**src/card_pkg.sv**
```systemverilog
//////////////////////////////////////////////////
// I/O test card shared definitions
// Bus widths, page offsets, readback words, timing
//////////////////////////////////////////////////

package card_pkg;

   //////////////////////////////////////////////////
   // Bus widths
   localparam int ADDR_W = 8;                      // Page offset
   localparam int DATA_W = 16;                     // Data word

   //////////////////////////////////////////////////
   // Register offsets in the upper page
   localparam logic [ADDR_W-1:0] OFS_WAIT    = 8'hf0; // Wait-state register
   localparam logic [ADDR_W-1:0] OFS_ZERO_LO = 8'hf1; // First zero word
   localparam logic [ADDR_W-1:0] OFS_ZERO_HI = 8'hf7; // Last zero word
   localparam logic [ADDR_W-1:0] OFS_CONST_LO = 8'hf8; // First constant
   localparam logic [ADDR_W-1:0] OFS_CONST_HI = 8'hfc; // Last constant
   localparam logic [ADDR_W-1:0] OFS_PORT_A  = 8'hfd; // Operand A
   localparam logic [ADDR_W-1:0] OFS_PORT_B  = 8'hfe; // Operand B, skip source
   localparam logic [ADDR_W-1:0] OFS_TIMER   = 8'hff; // Countdown timer

   //////////////////////////////////////////////////
   // Readback words
   // Entry 0 answers F8, entry 4 answers FC
   localparam logic [4:0][DATA_W-1:0] CONST_TABLE = {
      16'h4321,                                    // FC
      16'hdef0,                                    // FB
      16'h9abc,                                    // FA
      16'h5678,                                    // F9
      16'h1234                                     // F8
   };
   localparam logic [DATA_W-1:0] WAIT_DATA = 16'h5501; // F0 after the wait

   //////////////////////////////////////////////////
   // Timing counts
   localparam int WS_CYCLES = 5;                   // Cycles of ws per F0 access
   localparam int WS_W      = $clog2(WS_CYCLES + 1); // Wait counter width
   localparam int TICK_DIV  = 7;                   // Clocks per timer decrement
   localparam int TICK_W    = $clog2(TICK_DIV);    // Prescaler width

endpackage

```
**src/bus_cycle_decoder.sv**
```systemverilog
//////////////////////////////////////////////////
// Bus cycle decoder
// Qualifies page strobes, registers per-register requests
//////////////////////////////////////////////////

`timescale 1ns/1ns

module bus_cycle_decoder (
   input  logic                        nw,         // Card clock
   input  logic                        arst_n,     // Async reset, active low
   input  logic                        io_sel,     // Page select
   input  logic [card_pkg::ADDR_W-1:0] addr,       // Page offset
   input  logic [card_pkg::DATA_W-1:0] wdata,      // Write word
   input  logic                        wr_stb,     // Write strobe
   input  logic                        rd_stb,     // Read strobe
   input  logic                        ws,         // Wait state running
   output logic                        wr_port_a,  // Write operand A
   output logic                        wr_port_b,  // Write operand B
   output logic                        wr_timer,   // Write timer count
   output logic [card_pkg::DATA_W-1:0] load_data,  // Captured write word
   output logic                        rd_req,     // Read request
   output logic [card_pkg::ADDR_W-1:0] rd_ofs,     // Captured read offset
   output logic                        ws_start    // F0 touched, start the wait
);

   logic acc_ok;                                   // Access qualifies
   logic wr_acc;                                   // Accepted write
   logic rd_acc;                                   // Accepted read

   // Only the F0..FF span answers, and nothing while a wait runs
   assign acc_ok = io_sel && (addr >= card_pkg::OFS_WAIT) && !ws;
   assign wr_acc = acc_ok && wr_stb;
   assign rd_acc = acc_ok && rd_stb;

   // Unregistered so the wait shows up on the next edge
   assign ws_start = (wr_acc || rd_acc) && (addr == card_pkg::OFS_WAIT);

   //////////////////////////////////////////////////
   // Request strobes
   always_ff @(posedge nw or negedge arst_n) begin
      if (!arst_n) begin
         wr_port_a <= 1'b0;
         wr_port_b <= 1'b0;
         wr_timer  <= 1'b0;
         rd_req    <= 1'b0;
      end else begin
         wr_port_a <= wr_acc && (addr == card_pkg::OFS_PORT_A); // One-hot writes
         wr_port_b <= wr_acc && (addr == card_pkg::OFS_PORT_B);
         wr_timer  <= wr_acc && (addr == card_pkg::OFS_TIMER);
         rd_req    <= rd_acc;                      // Every accepted read
      end
   end

   // Payload capture
   always_ff @(posedge nw) begin
      if (wr_acc)
         load_data <= wdata;                       // Held until the next write
      if (rd_acc)
         rd_ofs <= addr;                           // Held until the next read
   end

endmodule

```
**src/interrupt_timer.sv**
```systemverilog
//////////////////////////////////////////////////
// Interrupt timer
// Prescaled countdown, irq on expiry
//////////////////////////////////////////////////

`timescale 1ns/1ns

module interrupt_timer (
   input  logic                        nw,         // Card clock
   input  logic                        arst_n,     // Async reset, active low
   input  logic                        wr_timer,   // Write to FF
   input  logic [card_pkg::DATA_W-1:0] load_data,  // New count
   output logic [card_pkg::DATA_W-1:0] count,      // Live count
   output logic                        irq         // Expired level
);

   logic [card_pkg::TICK_W-1:0] presc;             // Tick divider
   logic                        tick;              // Decrement this cycle
   logic                        en;                // Countdown running

   assign tick = (presc == card_pkg::TICK_W'(card_pkg::TICK_DIV - 1));

   //////////////////////////////////////////////////
   // Load, decrement and expiry
   always_ff @(posedge nw or negedge arst_n) begin
      if (!arst_n) begin
         presc <= '0;
         count <= '0;
         en    <= 1'b0;
         irq   <= 1'b0;
      end else if (wr_timer) begin
         count <= load_data;                       // Zero stops the timer
         en    <= (load_data != '0);
         irq   <= 1'b0;                            // Any write acknowledges
         presc <= '0;                              // Full first period
      end else if (en) begin
         presc <= tick ? '0 : presc + 1'b1;
         if (tick) begin
            count <= count - 1'b1;
            if (count == card_pkg::DATA_W'(1)) begin
               en  <= 1'b0;                        // Stop at zero
               irq <= 1'b1;                        // Held until the next write
            end
         end
      end
   end

endmodule

```
**src/io_register_file.sv**
```systemverilog
//////////////////////////////////////////////////
// I/O register file
// Operand ports, product, readback mux, skip flag
//////////////////////////////////////////////////

`timescale 1ns/1ns

module io_register_file (
   input  logic                        nw,         // Card clock
   input  logic                        arst_n,     // Async reset, active low
   input  logic                        wr_port_a,  // Write operand A
   input  logic                        wr_port_b,  // Write operand B
   input  logic [card_pkg::DATA_W-1:0] load_data,  // Write word
   input  logic                        rd_req,     // Read request
   input  logic [card_pkg::ADDR_W-1:0] rd_ofs,     // Read offset
   input  logic                        ws_done,    // Wait finished
   input  logic [card_pkg::DATA_W-1:0] count,      // Live timer count
   output logic [card_pkg::DATA_W-1:0] rdata,      // Read word
   output logic                        rd_valid,   // Read answer strobe
   output logic                        skip        // Zero product flag
);

   logic [card_pkg::DATA_W-1:0] port_a;            // Operand A
   logic [card_pkg::DATA_W-1:0] port_b;            // Operand B
   logic [card_pkg::DATA_W-1:0] product;           // Low half of A*B
   logic [card_pkg::DATA_W-1:0] rd_word;           // Mux output
   logic [2:0]                  const_idx;         // Constant table entry
   logic                        is_prod;           // Offset FD or FE
   logic                        is_wait;           // Offset F0
   logic                        rd_pend;           // F0 read waiting on ws_done

   assign product = port_a * port_b;               // Truncated to 16 bits
   assign is_prod = (rd_ofs == card_pkg::OFS_PORT_A) || (rd_ofs == card_pkg::OFS_PORT_B);
   assign is_wait = (rd_ofs == card_pkg::OFS_WAIT);

   //////////////////////////////////////////////////
   // Read mux
   always_comb begin
      const_idx = 3'(rd_ofs - card_pkg::OFS_CONST_LO);
      case (rd_ofs) inside
         [card_pkg::OFS_ZERO_LO:card_pkg::OFS_ZERO_HI]:
            rd_word = '0;                          // Unused words read zero
         [card_pkg::OFS_CONST_LO:card_pkg::OFS_CONST_HI]:
            rd_word = card_pkg::CONST_TABLE[const_idx];
         card_pkg::OFS_PORT_A, card_pkg::OFS_PORT_B:
            rd_word = product;                     // Both ports read the product
         card_pkg::OFS_TIMER:
            rd_word = count;
         default:
            rd_word = '0;                          // F0 answers later
      endcase
   end

   //////////////////////////////////////////////////
   // Ports and read answer
   always_ff @(posedge nw or negedge arst_n) begin
      if (!arst_n) begin
         port_a   <= '0;
         port_b   <= '0;
         rdata    <= '0;
         rd_valid <= 1'b0;
         skip     <= 1'b0;
         rd_pend  <= 1'b0;
      end else begin
         if (wr_port_a)
            port_a <= load_data;
         if (wr_port_b)
            port_b <= load_data;

         rd_valid <= 1'b0;                         // Single-cycle strobe
         skip     <= 1'b0;

         if (rd_req && is_wait) begin
            rd_pend <= 1'b1;                       // Park until the wait ends
         end else if (rd_req) begin
            rd_valid <= 1'b1;
            rdata    <= rd_word;
            skip     <= is_prod && (product == '0); // Skip on a zero product
         end

         // Accesses are blocked during ws so this never meets rd_req
         if (ws_done && rd_pend) begin
            rd_pend  <= 1'b0;
            rd_valid <= 1'b1;
            rdata    <= card_pkg::WAIT_DATA;
         end
      end
   end

endmodule

```
**src/io_test_card.sv**
```systemverilog
//////////////////////////////////////////////////
// I/O test card top level
// Decoder, register file, timer and wait-state block
//////////////////////////////////////////////////

`timescale 1ns/1ns

module io_test_card (
   input  logic                        nw,         // Card clock
   input  logic                        arst_n,     // Async reset, active low
   input  logic                        io_sel,     // Page select
   input  logic [card_pkg::ADDR_W-1:0] addr,       // Page offset
   input  logic [card_pkg::DATA_W-1:0] wdata,      // Write word
   input  logic                        wr_stb,     // Write strobe
   input  logic                        rd_stb,     // Read strobe
   output logic [card_pkg::DATA_W-1:0] rdata,      // Read word
   output logic                        rd_valid,   // Read answer strobe
   output logic                        skip,       // Zero product flag
   output logic                        ws,         // Wait-state level
   output logic                        irq         // Interrupt level
);

   logic                        wr_port_a;         // Decoder to register file
   logic                        wr_port_b;
   logic                        wr_timer;          // Decoder to timer
   logic [card_pkg::DATA_W-1:0] load_data;         // Shared write payload
   logic                        rd_req;
   logic [card_pkg::ADDR_W-1:0] rd_ofs;
   logic                        ws_start;          // Decoder to wait block
   logic                        ws_done;           // Wait block to register file
   logic [card_pkg::DATA_W-1:0] count;             // Timer to register file

   //////////////////////////////////////////////////
   // Producer
   bus_cycle_decoder u_dec (
      .nw        (nw),
      .arst_n    (arst_n),
      .io_sel    (io_sel),
      .addr      (addr),
      .wdata     (wdata),
      .wr_stb    (wr_stb),
      .rd_stb    (rd_stb),
      .ws        (ws),
      .wr_port_a (wr_port_a),
      .wr_port_b (wr_port_b),
      .wr_timer  (wr_timer),
      .load_data (load_data),
      .rd_req    (rd_req),
      .rd_ofs    (rd_ofs),
      .ws_start  (ws_start)
   );

   // Wait states for F0
   wait_state_gen u_ws (
      .nw       (nw),
      .arst_n   (arst_n),
      .ws_start (ws_start),
      .ws       (ws),
      .ws_done  (ws_done)
   );

   //////////////////////////////////////////////////
   // Buffer and consumer
   io_register_file u_regs (
      .nw        (nw),
      .arst_n    (arst_n),
      .wr_port_a (wr_port_a),
      .wr_port_b (wr_port_b),
      .load_data (load_data),
      .rd_req    (rd_req),
      .rd_ofs    (rd_ofs),
      .ws_done   (ws_done),
      .count     (count),
      .rdata     (rdata),
      .rd_valid  (rd_valid),
      .skip      (skip)
   );

   interrupt_timer u_timer (
      .nw        (nw),
      .arst_n    (arst_n),
      .wr_timer  (wr_timer),
      .load_data (load_data),
      .count     (count),
      .irq       (irq)
   );

endmodule

```
**src/wait_state_gen.sv**
```systemverilog
//////////////////////////////////////////////////
// Wait-state generator
// Holds ws for a fixed count, then strobes done
//////////////////////////////////////////////////

`timescale 1ns/1ns

module wait_state_gen (
   input  logic nw,                                // Card clock
   input  logic arst_n,                            // Async reset, active low
   input  logic ws_start,                          // Access to F0 accepted
   output logic ws,                                // Wait level
   output logic ws_done                            // Last wait cycle
);

   logic [card_pkg::WS_W-1:0] ws_cnt;              // Remaining wait cycles

   //////////////////////////////////////////////////
   // Down-counter
   always_ff @(posedge nw or negedge arst_n) begin
      if (!arst_n) begin
         ws_cnt <= '0;
      end else if (ws_start) begin
         ws_cnt <= card_pkg::WS_W'(card_pkg::WS_CYCLES); // Start a full wait
      end else if (ws_cnt != '0) begin
         ws_cnt <= ws_cnt - 1'b1;                  // Count towards idle
      end
   end

   assign ws = (ws_cnt != '0);                     // High while counting

   // Sampled on the edge where ws drops
   assign ws_done = (ws_cnt == card_pkg::WS_W'(1));

endmodule
```
**config.mk**
```make
export PLATFORM = sky130hd
export DESIGN_NAME = io_test_card
export DESIGN_NICKNAME = d
export VERILOG_FILES = /design/src/card_pkg.sv /design/src/bus_cycle_decoder.sv /design/src/interrupt_timer.sv /design/src/io_register_file.sv /design/src/io_test_card.sv /design/src/wait_state_gen.sv
export SDC_FILE = /design/constraint.sdc
export NUM_CORES = 1
export LEC_CHECK = 0
export BUFFER_PORTS_ARGS = -buffer_cell sky130_fd_sc_hd__clkbuf_2
export CORE_AREA = 2 2 127 129
export DETAILED_ROUTE_END_ITERATION = 10
export DIE_AREA = 0 0 129 131
export PLACE_DENSITY = 0.78
export SLEW_MARGIN = 10
export SYNTH_ARGS = -nofsm -noshare
export SYNTH_HDL_FRONTEND = slang
export SYNTH_SLANG_ARGS = --single-unit
```
**constraint.sdc**
```tcl
create_clock -name nw -period 14.2 [get_ports nw]
set_input_delay 2.84 -clock nw [delete_from_list [all_inputs] [get_ports nw]]
set_output_delay 2.84 -clock nw [all_outputs]
set_load 0.02 [all_outputs]
```
== Word level (Yosys, flattened, before mapping) ==
Memory sizes are Yosys's and may differ from the RTL's.
Index checks and enable logic that the tools add are counted.

* Reduce and logical (&&, ||, !) cells: 29
* Multipliers: 1
* Magnitude comparators: 6
* Muxes and demuxes: 31
* Equality and inequality tests: 12
* Add/sub/neg operators: 4

{| class="wikitable"
|+ Operator list
! kind !! count
|-
| two-way mux 16 bit || 11
|-
| == test 8 bit (second input constant) || 8
|-
| greater-or-equal comparator 8 bit (second input constant) || 3
|-
| == test 16 x 1 -> 1 bit (second input constant) || 1
|-
| <= comparator 8 bit (second input constant) || 2
|-
| logical NOT 16 bit || 1
|-
| multiplier 16 x 16 -> 16 bit || 1
|-
| nonzero test 16 bit || 1
|-
| subtractor 16 x 1 -> 16 bit (second input constant) || 1
|-
| two-way mux 1 bit || 15
|-
| two-way mux 3 bit || 5
|-
| logical AND 1 bit || 13
|-
| nonzero test 2 bit || 6
|-
| subtractor 3 x 1 -> 3 bit (second input constant) || 2
|-
| less-than comparator 3 x 4 -> 1 bit (second input constant) || 1
|-
| AND reduction 2 bit || 2
|-
| adder 3 x 1 -> 3 bit (second input constant) || 1
|-
| == test 3 x 1 -> 1 bit (second input constant) || 1
|-
| == test 3 bit (second input constant) || 1
|-
| AND reduction 3 bit || 1
|-
| nonzero test 3 bit || 1
|-
| logical OR 1 bit || 2
|-
| != test 2 bit (second input constant) || 1
|-
| OR reduction 2 bit || 1
|-
| logical NOT 1 bit || 1
|}

* Memories kept: 1
* Logic and storage cells: 101
* Memory bits (read-only): 128
* Output and inout bits: 20
* Bits in registers: 103

{| class="wikitable"
|+ Memory list
! memory !! depth !! bits a word !! rd ports !! clocked after Yosys merged registers in !! wr ports !! line !! source
|-
| (no name shown) || 8 || 16 || 1 || 0 || 0 || io_register_file.sv:44 || <nowiki>rd_word = card_pkg::CONST_TABLE[const_idx];</nowiki>
|}

== Logic depth before layout (Yosys ltp) ==
Gate-level depths: netlist (run 1).

* Word-level depth: 8
* Mapped depth: 21

== Modules after synthesis ==
From an unflattened synthesis (run 1), not the netlist that was laid out.

* Cells, all modules: 860
* Area total of the unflattened synthesis: 8647.0 um^2

{| class="wikitable"
|+ By module, submodules not included
! module !! times used !! area an instance (um^2) !! cells each
|-
| io_register_file || 1 || 6304.8 || 666
|-
| interrupt_timer || 1 || 1226.2 || 134
|-
| bus_cycle_decoder || 1 || 910.9 || 42
|-
| wait_state_gen || 1 || 205.2 || 18
|}

== Worst setup path after synthesis (run 1) ==
OpenSTA, ideal clock, no wires.

* Kind: register to register
* From: register u_regs.port_b[6] (netlist name)
* To: register u_regs.rdata[15] (netlist name)
* Stages on the path, launching flop included: 20
* Setup slack: 8.713 ns
* Period minus slack after synthesis: 5.487 ns
* Data arrival time: 5.361 ns
* Cell sequence: dfrtp_1 > clkbuf_1 > and2_1 > fa_1 > inv_1 > fa_1 > fa_1 > inv_1 > ha_1 > fa_1 > inv_1 > fa_1 > inv_1 > ha_1 > or4_1 > o21ai_2 > o21ai_2 > a31oi_4 > xnor2_1 > a221o_1

* Cells in the longest elaborated chain, start to end: 7

{| class="wikitable"
|+ Ends and longest elaborated chain
! element !! line !! source
|-
| from (decl) || io_register_file.sv:24 || <nowiki>logic [card_pkg::DATA_W-1:0] port_b;</nowiki>
|-
| from (signal assigned) || io_register_file.sv:68 || <nowiki>port_b <= load_data;</nowiki>
|-
| multiplier 16 x 16 -> 16 bit || io_register_file.sv:32 || <nowiki>assign product = port_a * port_b;</nowiki>
|-
| two-way mux 16 bit (3 in series) || io_register_file.sv:40 || <nowiki>case (rd_ofs) inside</nowiki>
|-
| two-way mux 16 bit || io_register_file.sv:75 || <nowiki>end else if (rd_req) begin</nowiki>
|-
| two-way mux 16 bit || io_register_file.sv:73 || <nowiki>if (rd_req && is_wait) begin</nowiki>
|-
| two-way mux 16 bit || io_register_file.sv:82 || <nowiki>if (ws_done && rd_pend) begin</nowiki>
|-
| to (signal assigned) || io_register_file.sv:77 || <nowiki>rdata <= rd_word;</nowiki>
|-
| to (signal assigned) || io_register_file.sv:85 || <nowiki>rdata <= card_pkg::WAIT_DATA;</nowiki>
|-
| to (decl) || io_register_file.sv:18 || <nowiki>output logic [card_pkg::DATA_W-1:0] rdata,</nowiki>
|}

No other way between the ends. The select of a mux whose other input is x is not followed.
A chain may end at the register's enable or synchronous reset.

== Worst setup path after layout (run 1) ==
* From: register u_regs.port_a[4] (netlist name)
* To: register u_regs.rdata[15] (netlist name)

* Cells in the longest elaborated chain, start to end: 7

{| class="wikitable"
|+ Ends and longest elaborated chain
! element !! line !! source
|-
| from (decl) || io_register_file.sv:23 || <nowiki>logic [card_pkg::DATA_W-1:0] port_a;</nowiki>
|-
| from (signal assigned) || io_register_file.sv:66 || <nowiki>port_a <= load_data;</nowiki>
|-
| multiplier 16 x 16 -> 16 bit || io_register_file.sv:32 ||
|-
| two-way mux 16 bit (3 in series) || io_register_file.sv:40 ||
|-
| two-way mux 16 bit || io_register_file.sv:75 ||
|-
| two-way mux 16 bit || io_register_file.sv:73 ||
|-
| two-way mux 16 bit || io_register_file.sv:82 ||
|}

No other way between the ends. The select of a mux whose other input is x is not followed.

==> results of run 1 <==
[cells in the final DEF, fill, tap and decap left out, types with 3 or more instances in the layout]
| cell type | synthesis | layout |
|---|---|---|
| a211oi_1 | 3 | 3 |
| a21o_1 | 3 | 3 |
| a21oi_1 | 23 | 23 |
| a221o_1 | 5 | 5 |
| a22oi_1 | 5 | 5 |
| and2_1 | 72 | 72 |
| and2_2 | 4 | 4 |
| and3_1 | 4 | 4 |
| clkbuf_16 | 0 | 9 |
| clkbuf_2 | 0 | 47 |
| dfrtp_1 | 79 | 79 |
| dfxtp_1 | 7 | 7 |
| edfxtp_1 | 24 | 24 |
| fa_1 | 80 | 80 |
| ha_1 | 54 | 54 |
| inv_1 | 122 | 122 |
| mux2_2 | 33 | 33 |
| mux2i_1 | 6 | 6 |
| nand2_1 | 116 | 116 |
| nand2b_1 | 4 | 4 |
| nand3_1 | 4 | 4 |
| nand4_1 | 4 | 4 |
| nor2_1 | 39 | 39 |
| nor2b_1 | 3 | 3 |
| nor3_1 | 7 | 7 |
| nor4_1 | 11 | 11 |
| o21a_1 | 3 | 3 |
| o21ai_0 | 36 | 35 |
| or3_1 | 3 | 3 |
| xnor2_1 | 35 | 35 |
| xor2_1 | 19 | 19 |
[cells in the mapped netlist (all sizes together), types with 3 or more instances]
| master | instances | area (µm²) |
|---|---|---|
| a21o | 3 | 22.5 |
| o21a | 3 | 22.5 |
| dfrtp | 79 | 1980 |
| nand4 | 4 | 25.0 |
| nand3 | 4 | 20.0 |
| a21oi | 23 | 115 |
| xnor2 | 35 | 307 |
| nand2b | 4 | 25.0 |
| nor4 | 12 | 81.3 |
| fa | 80 | 1600 |
| nor2 | 39 | 146 |
| and2 | 76 | 480 |
| and3 | 4 | 25.0 |
| edfxtp | 24 | 721 |
| or3 | 3 | 18.8 |
| dfxtp | 7 | 140 |
| nor3 | 7 | 35.0 |
| mux2 | 33 | 372 |
| inv | 122 | 458 |
| nor2b | 3 | 18.8 |
| ha | 54 | 676 |
| o21ai | 39 | 203 |
| xor2 | 19 | 166 |
| mux2i | 6 | 60.1 |
| clkbuf | 29 | 109 |
| a22oi | 5 | 37.5 |
| a221o | 5 | 50.1 |
| a211oi | 4 | 35.0 |
| buf | 4 | 17.5 |
| nand2 | 117 | 442 |
[cell families (layout without fill, tap and decap cells)]
family          Yosys count  count (layout)  synth area share [%]
buf+inv                 155             186                  6.74
compound gates           95              95                  7.01
mux                      39              39                  4.98
simple gates            287             287                  16.6
flops                   110             110                  32.7
fa+ha+maj               134             134                  26.3
xor+xnor                 55              55                  5.72
[worst paths after layout]
check | start | cells past startpoint | slack [ns] | to
setup / recovery | u_regs.port_a[4] | 18 | 8.41 | u_regs.rdata[15]
hold / removal | register | 1 | 0.47 | u_regs.rdata[2]
setup reg to reg | u_regs.port_a[4] | 18 | 8.41 | u_regs.rdata[15]
hold reg to reg | register | 1 | 0.47 | u_regs.rdata[2]
max in group asynchronous | arst_n | 1 | 10.92 | u_regs.port_b[11]
min in group asynchronous | arst_n | 1 | 2.65 | u_ws.ws_cnt[1]
[registers in the layout, summed over array words and instances (netlist names), 3 cells and up, named ones only]
name and cells:
u_regs.port_a 16, u_timer.presc 3, u_dec.load_data 16, u_regs.rdata 16
u_dec.rd_ofs 8, u_regs.port_b 16, u_ws.ws_cnt 3, u_timer.count 16
[per-layer routing]
metal  global-route usage, %  part of all wire (%)  up-vias
met5                       0                     0        -
li1                        -                     -     2880
met4                    8.82                   2.7        0
met3                    3.91                   6.1       32
met2                    38.3                    48      199
met1                    32.3                    43     3076
[per-stage QoR]
| stage | power (mW) | cell area (µm²) | util, % | instances |
|---|---|---|---|---|
| 2_1_floorplan | 0.365 | 8670 | - | 875 |
| 3_3_place_gp | 0.380 | 9060 | 58.1 | 1106 |
| 3_5_place_dp | 0.383 | 9060 | 58.1 | 1106 |
| 4_1_cts | 0.633 | 9350 | 60.0 | 1122 |
| 5_1_grt | 0.653 | 9350 | 60.0 | 1122 |
| 6_report | 0.629 | 9350 | 60.0 | 1122 |
[final cells by class]
type	instances	area, µm²	share of cell area [%]
multi-input cells	610	5250	56.1
flip-flops and latches	110	2840	30.3
inverters	122	458	4.90
well taps	216	270	2.89
repair buffers	48	243	2.60
clock buffers	9	225	2.41
clock inverters	7	71.3	0.763
[worst reg2reg max path, stage by stage (launching register included)]
cell and delay, ns:
dfrtp_1 0.54, and2_1 0.25, fa_1 0.55, inv_1 0.06, fa_1 0.50, fa_1 0.51, inv_1 0.04, ha_1 0.31
fa_1 0.54, inv_1 0.06, fa_1 0.53, inv_1 0.04, ha_1 0.23, or4_1 0.54, o21ai_2 0.25, o21ai_2 0.12
a31oi_4 0.21, xnor2_1 0.12, a221o_1 0.29
[where the power goes]
part	switching, mW	internal, mW	leakage [nW]
sequential	0.00828	0.329	1.37
clock	0.115	0.138	0.147
combinational	0.0215	0.0173	2.95
total	0.145	0.484	4.46
==> results_dict.tcl, run 1 <==
set metrics [dict create \
    seq_area_frac_synth_pct 32.7 \
    p_per_area_nw_per_um2 67.2 \
    postCtsSetupRepairBufs 0 \
    period_minus_slack_ns 5.79 \
    synth_edf_count 24 \
    path_buf_inv 4 \
    required_ns 14.44 \
    tns_ns 0 \
    synth_ff_type "dfrtp_1" \
    rsz0062_at_grt "false" \
    floorplan.die.width_um 129 \
    grt_first_pass_wirelength_um 30900 \
    dieArea_um2 16900 \
    cp_cell_sequence "and2_1, fa_1, inv_1, fa_1, fa_1, inv_1, ha_1, fa_1, inv_1, fa_1, inv_1, ha_1, or4_1, o21ai_2, o21ai_2, a31oi_4, xnor2_1, a221o_1" \
    start_kind "register" \
    hold_class "reg -> reg" \
    critPathTopFamily "adder cells" \
    irDropWorstVdd_mv 0.0691 \
    total_leakage_power_nw 4.46 \
    holdWs_ns 0.469 \
    antenna_found_initial 0 \
    cap_viol_max_count 0 \
    cp_max_fo 13 \
    syn-mean-instance-area_um2 9.91 \
    synthDistinctLibCells 60 \
    fill_cells 1334 \
    synthCells 875 \
    dp_hpwl_um 14500 \
    crit_slowest_cell "fa_1" \
    syn-cell-area_um2 8670 \
    drv_slew 0 \
    routedWlPerCell_um 16.7 \
    clk_pin_slew_ns 0.08 \
    skew_ns 0.0119 \
    grt_pass1_vias 6168 \
    port_buffers 48 \
    synth-async-reset-ratio_pct 71.8 \
    clockRootBuffer "clkbuf_16" \
    slew_headroom_pct 30.2 \
    gp_congestion 0.882 \
    die_y_um 131 \
    status "finished, final reports clean" \
    cp_common_cell "fa_1" \
    cts_tree "built" \
    arrival_ns 6.04 \
    drive_gt1_share_pct 11.7 \
    syn-num-nets 1038 \
    insertedDiodeCount 0 \
    ant_nets 0 \
    max_freq_ghz 0.173 \
    ys_warn_count 0 \
    grt_max_degree 80 \
    num_rows 46 \
    dr_total_vias 6187 \
    fin_crit_sh_pct 40.8 \
    vias_per_cell 5.51 \
    area_delta_synth_final_pct 7.88 \
    ctsResizeCount 0 \
    cts_max_path_buffers 2 \
    hold_violations 0 \
    overflow 0 \
    cp_slowest_stage_delay_ns 0.55 \
    drt_wl_total_um 18700 \
    worstSetupPathType "reg -> reg" \
    grt_usage_pct 23.6 \
    drtIter0Drc 499 \
    worst_slew_pin_slew_ns 1.05 \
    drcViolationCount 0 \
    layout_setup_ws_ns 8.41 \
    fin_nets 1064 \
    coreArea_um2 15600 \
    htree_num_levels 3 \
    clock_latency_ns 0.35 \
    hold_buffers 0 \
    setup_viol 0 \
    cts_made_buffers 9 \
    io_pins 49 \
    ys_ff_latch 110 \
    pre_cts_ws_ns 8.40 \
    firstDrtPassIters 5 \
    cts.sinks 110 \
    start_util_pct 55.6 \
    end_kind "register" \
]
Note: power is estimated with default switching activity, not from simulation.
==> inputs of run 2 (changes only) <==
PLACE_DENSITY = 0.81   (was 0.78)
clock period = 4.91 ns   (was 14.2 ns; I/O delays follow)
==> results_dict.tcl, run 2 (synthesis gave the netlist of run 1 again) <==
set metrics [dict create \
    port_buffers 48 \
    cp_cell_sequence "buf_4, and2_1, fa_1, inv_1, fa_2, inv_2, ha_4, fa_1, fa_1, inv_1, fa_1, inv_2, ha_4, or4_4, o21ai_4, buf_6, a21oi_1, or3_1, nor4_2" \
    met3_length_um 1440 \
    place_area_um2 9670 \
    ant_nets 0 \
    hold_buffers 0 \
    worstSetupPathType "reg -> reg" \
    routedWlPerCell_um 17.7 \
    cp_common_cell "fa_1" \
    total_leakage_power_nw 4.97 \
    fin_nets 1158 \
    grt_first_pass_wirelength_um 33800 \
    clock_latency_ns 0.35 \
    rsz0062_at_grt "true" \
    wl_met1_um 8760 \
    final_core_util_pct 67.0 \
    cts_made_buffers 9 \
    irDropWorstVdd_mv 0.251 \
    start_kind "register" \
    cp_slowest_stage_delay_ns 0.52 \
    firstDrtPassIters 5 \
    die_y_um 131 \
    cp_max_fo 8 \
    start_util_pct 55.6 \
    floorplan.die.width_um 129 \
    status "complete, but fails checks" \
    multi_input_area_um2 5560 \
    post-place-cells 1173 \
    setup_viol 7 \
    p_per_area_nw_per_um2 177 \
    gp_congestion 0.927 \
    area_delta_synth_final_pct 20.6 \
    overflow 0 \
    final_cell_mix "nand2_1 (110), inv_1 (106), buf_4 (81), fa_1 (76), dfrtp_1 (65)" \
    dr_total_vias 6688 \
    grt_pass1_vias 6721 \
    drive_gt1_share_pct 28.4 \
    dp_hpwl_um 15900 \
    cts_max_path_buffers 2 \
    cts_tree "built" \
    cap_viol_max_count 0 \
    dieArea_um2 16900 \
    crit_slowest_cell "fa_2" \
    vias_per_cell 5.50 \
    fill_cells 1154 \
    clockRootBuffer "clkbuf_16" \
    instances_no_fill 1216 \
    period_minus_slack_ns 5.37 \
    p_total_mw 1.85 \
    slew_headroom_pct 21.4 \
    num_rows 46 \
    arrival_ns 5.63 \
    layout_setup_ws_ns -0.465 \
    grt_usage_pct 26.1 \
    top_layer "met4" \
    violations "negative setup slack" \
    seqCellArea_um2 2860 \
    design_area_um2 10500 \
    tns_ns -2.20 \
    coreArea_um2 15600 \
    route.met2.wl_um 10800 \
    holdWs_ns 0.486 \
    antenna_found_initial 0 \
    worst_slew_pin_slew_ns 1.17 \
    htree_num_levels 3 \
    insertedDiodeCount 0 \
    hold_violations 0 \
    end_kind "register" \
    required_ns 5.17 \
    drv_slew 0 \
    max_freq_ghz 0.186 \
    io_pins 49 \
    clk_pin_slew_ns 0.07 \
    grt_max_degree 80 \
    skew_ns 0.00716 \
    final_common_cell "nand2_1" \
    cts.sinks 110 \
    drtIter0Drc 530 \
    hold_class "reg -> reg" \
    drcViolationCount 0 \
    drt_wl_total_um 21500 \
    fin_crit_sh_pct 109 \
    pre_cts_ws_ns -0.629 \
]
-- run 2: changes by cell type in the layout (fill, tap and decap cells not counted), moves of 5 or more --
| cell | change |
|---|---|
| ha_4 | +9 |
| o21ai_0 | -5 |
| dfrtp_1 | -14 |
| a21oi_1 | -5 |
| nand2_2 | +5 |
| nand2_1 | -6 |
| ha_1 | -13 |
| and2_1 | -9 |
| dfrtp_2 | +14 |
| buf_4 | +80 |
| inv_2 | +15 |
| and2_4 | +9 |
| buf_6 | +13 |
| inv_1 | -16 |
-- run 2: path summary, 6_finish.rpt --
kind,start,endpoint,cells after the start,slack [ns]
setup / recovery,u_regs.port_b[1],u_regs.skip,19,-0.46
hold / removal,register,u_regs.rdata[2],1,0.49
setup reg to reg,u_regs.port_b[1],u_regs.skip,19,-0.46
max in group asynchronous,arst_n,u_regs.port_a[5],1,3.41
hold reg to reg,register,u_regs.rdata[2],1,0.49
min in group asynchronous,arst_n,u_ws.ws_cnt[0],1,0.79
-- run 2: critical path, delay by kind of cell, from the launching register on --
kind | cells | cell delay, ns
fa+ha+maj | 7 | 2.77
simple gates | 4 | 1.21
buf+inv | 6 | 0.52
flops | 1 | 0.50
compound gates | 2 | 0.28
-- run 2: layout make-up --
type	count	area share, %
clock inverters	6	0.742
flip-flops and latches	110	27.3
well taps	216	2.58
clock buffers	10	2.19
inverters	122	4.40
repair buffers	142	9.66
multi-input cells	610	53.1
-- run 2: where the power goes --
part	total, mW	internal [mW]	switching (mW)
clock network	0.746	0.407	0.339
logic	0.129	0.0598	0.0692
registers	0.972	0.953	0.0197
total	1.85	1.42	0.428
-- run 2: per-layer routing --
metal | up-vias | global-route usage (%)
met5 | - | 0
met4 | 0 | 8.12
met3 | 42 | 3.83
met2 | 259 | 44.0
met1 | 3323 | 35.5
li1 | 3064 | -
-- run 2: repair_timing --
| action | 4_1_cts | 5_1_grt |
|---|---|---|
| gates cloned | 0 | 0 |
| buffers inserted | 18 | 11 |
| gates resized for setup | 59 | 39 |
| pin swaps | 53 | 49 |
| endpoints found under the setup margin | 9 | 10 |
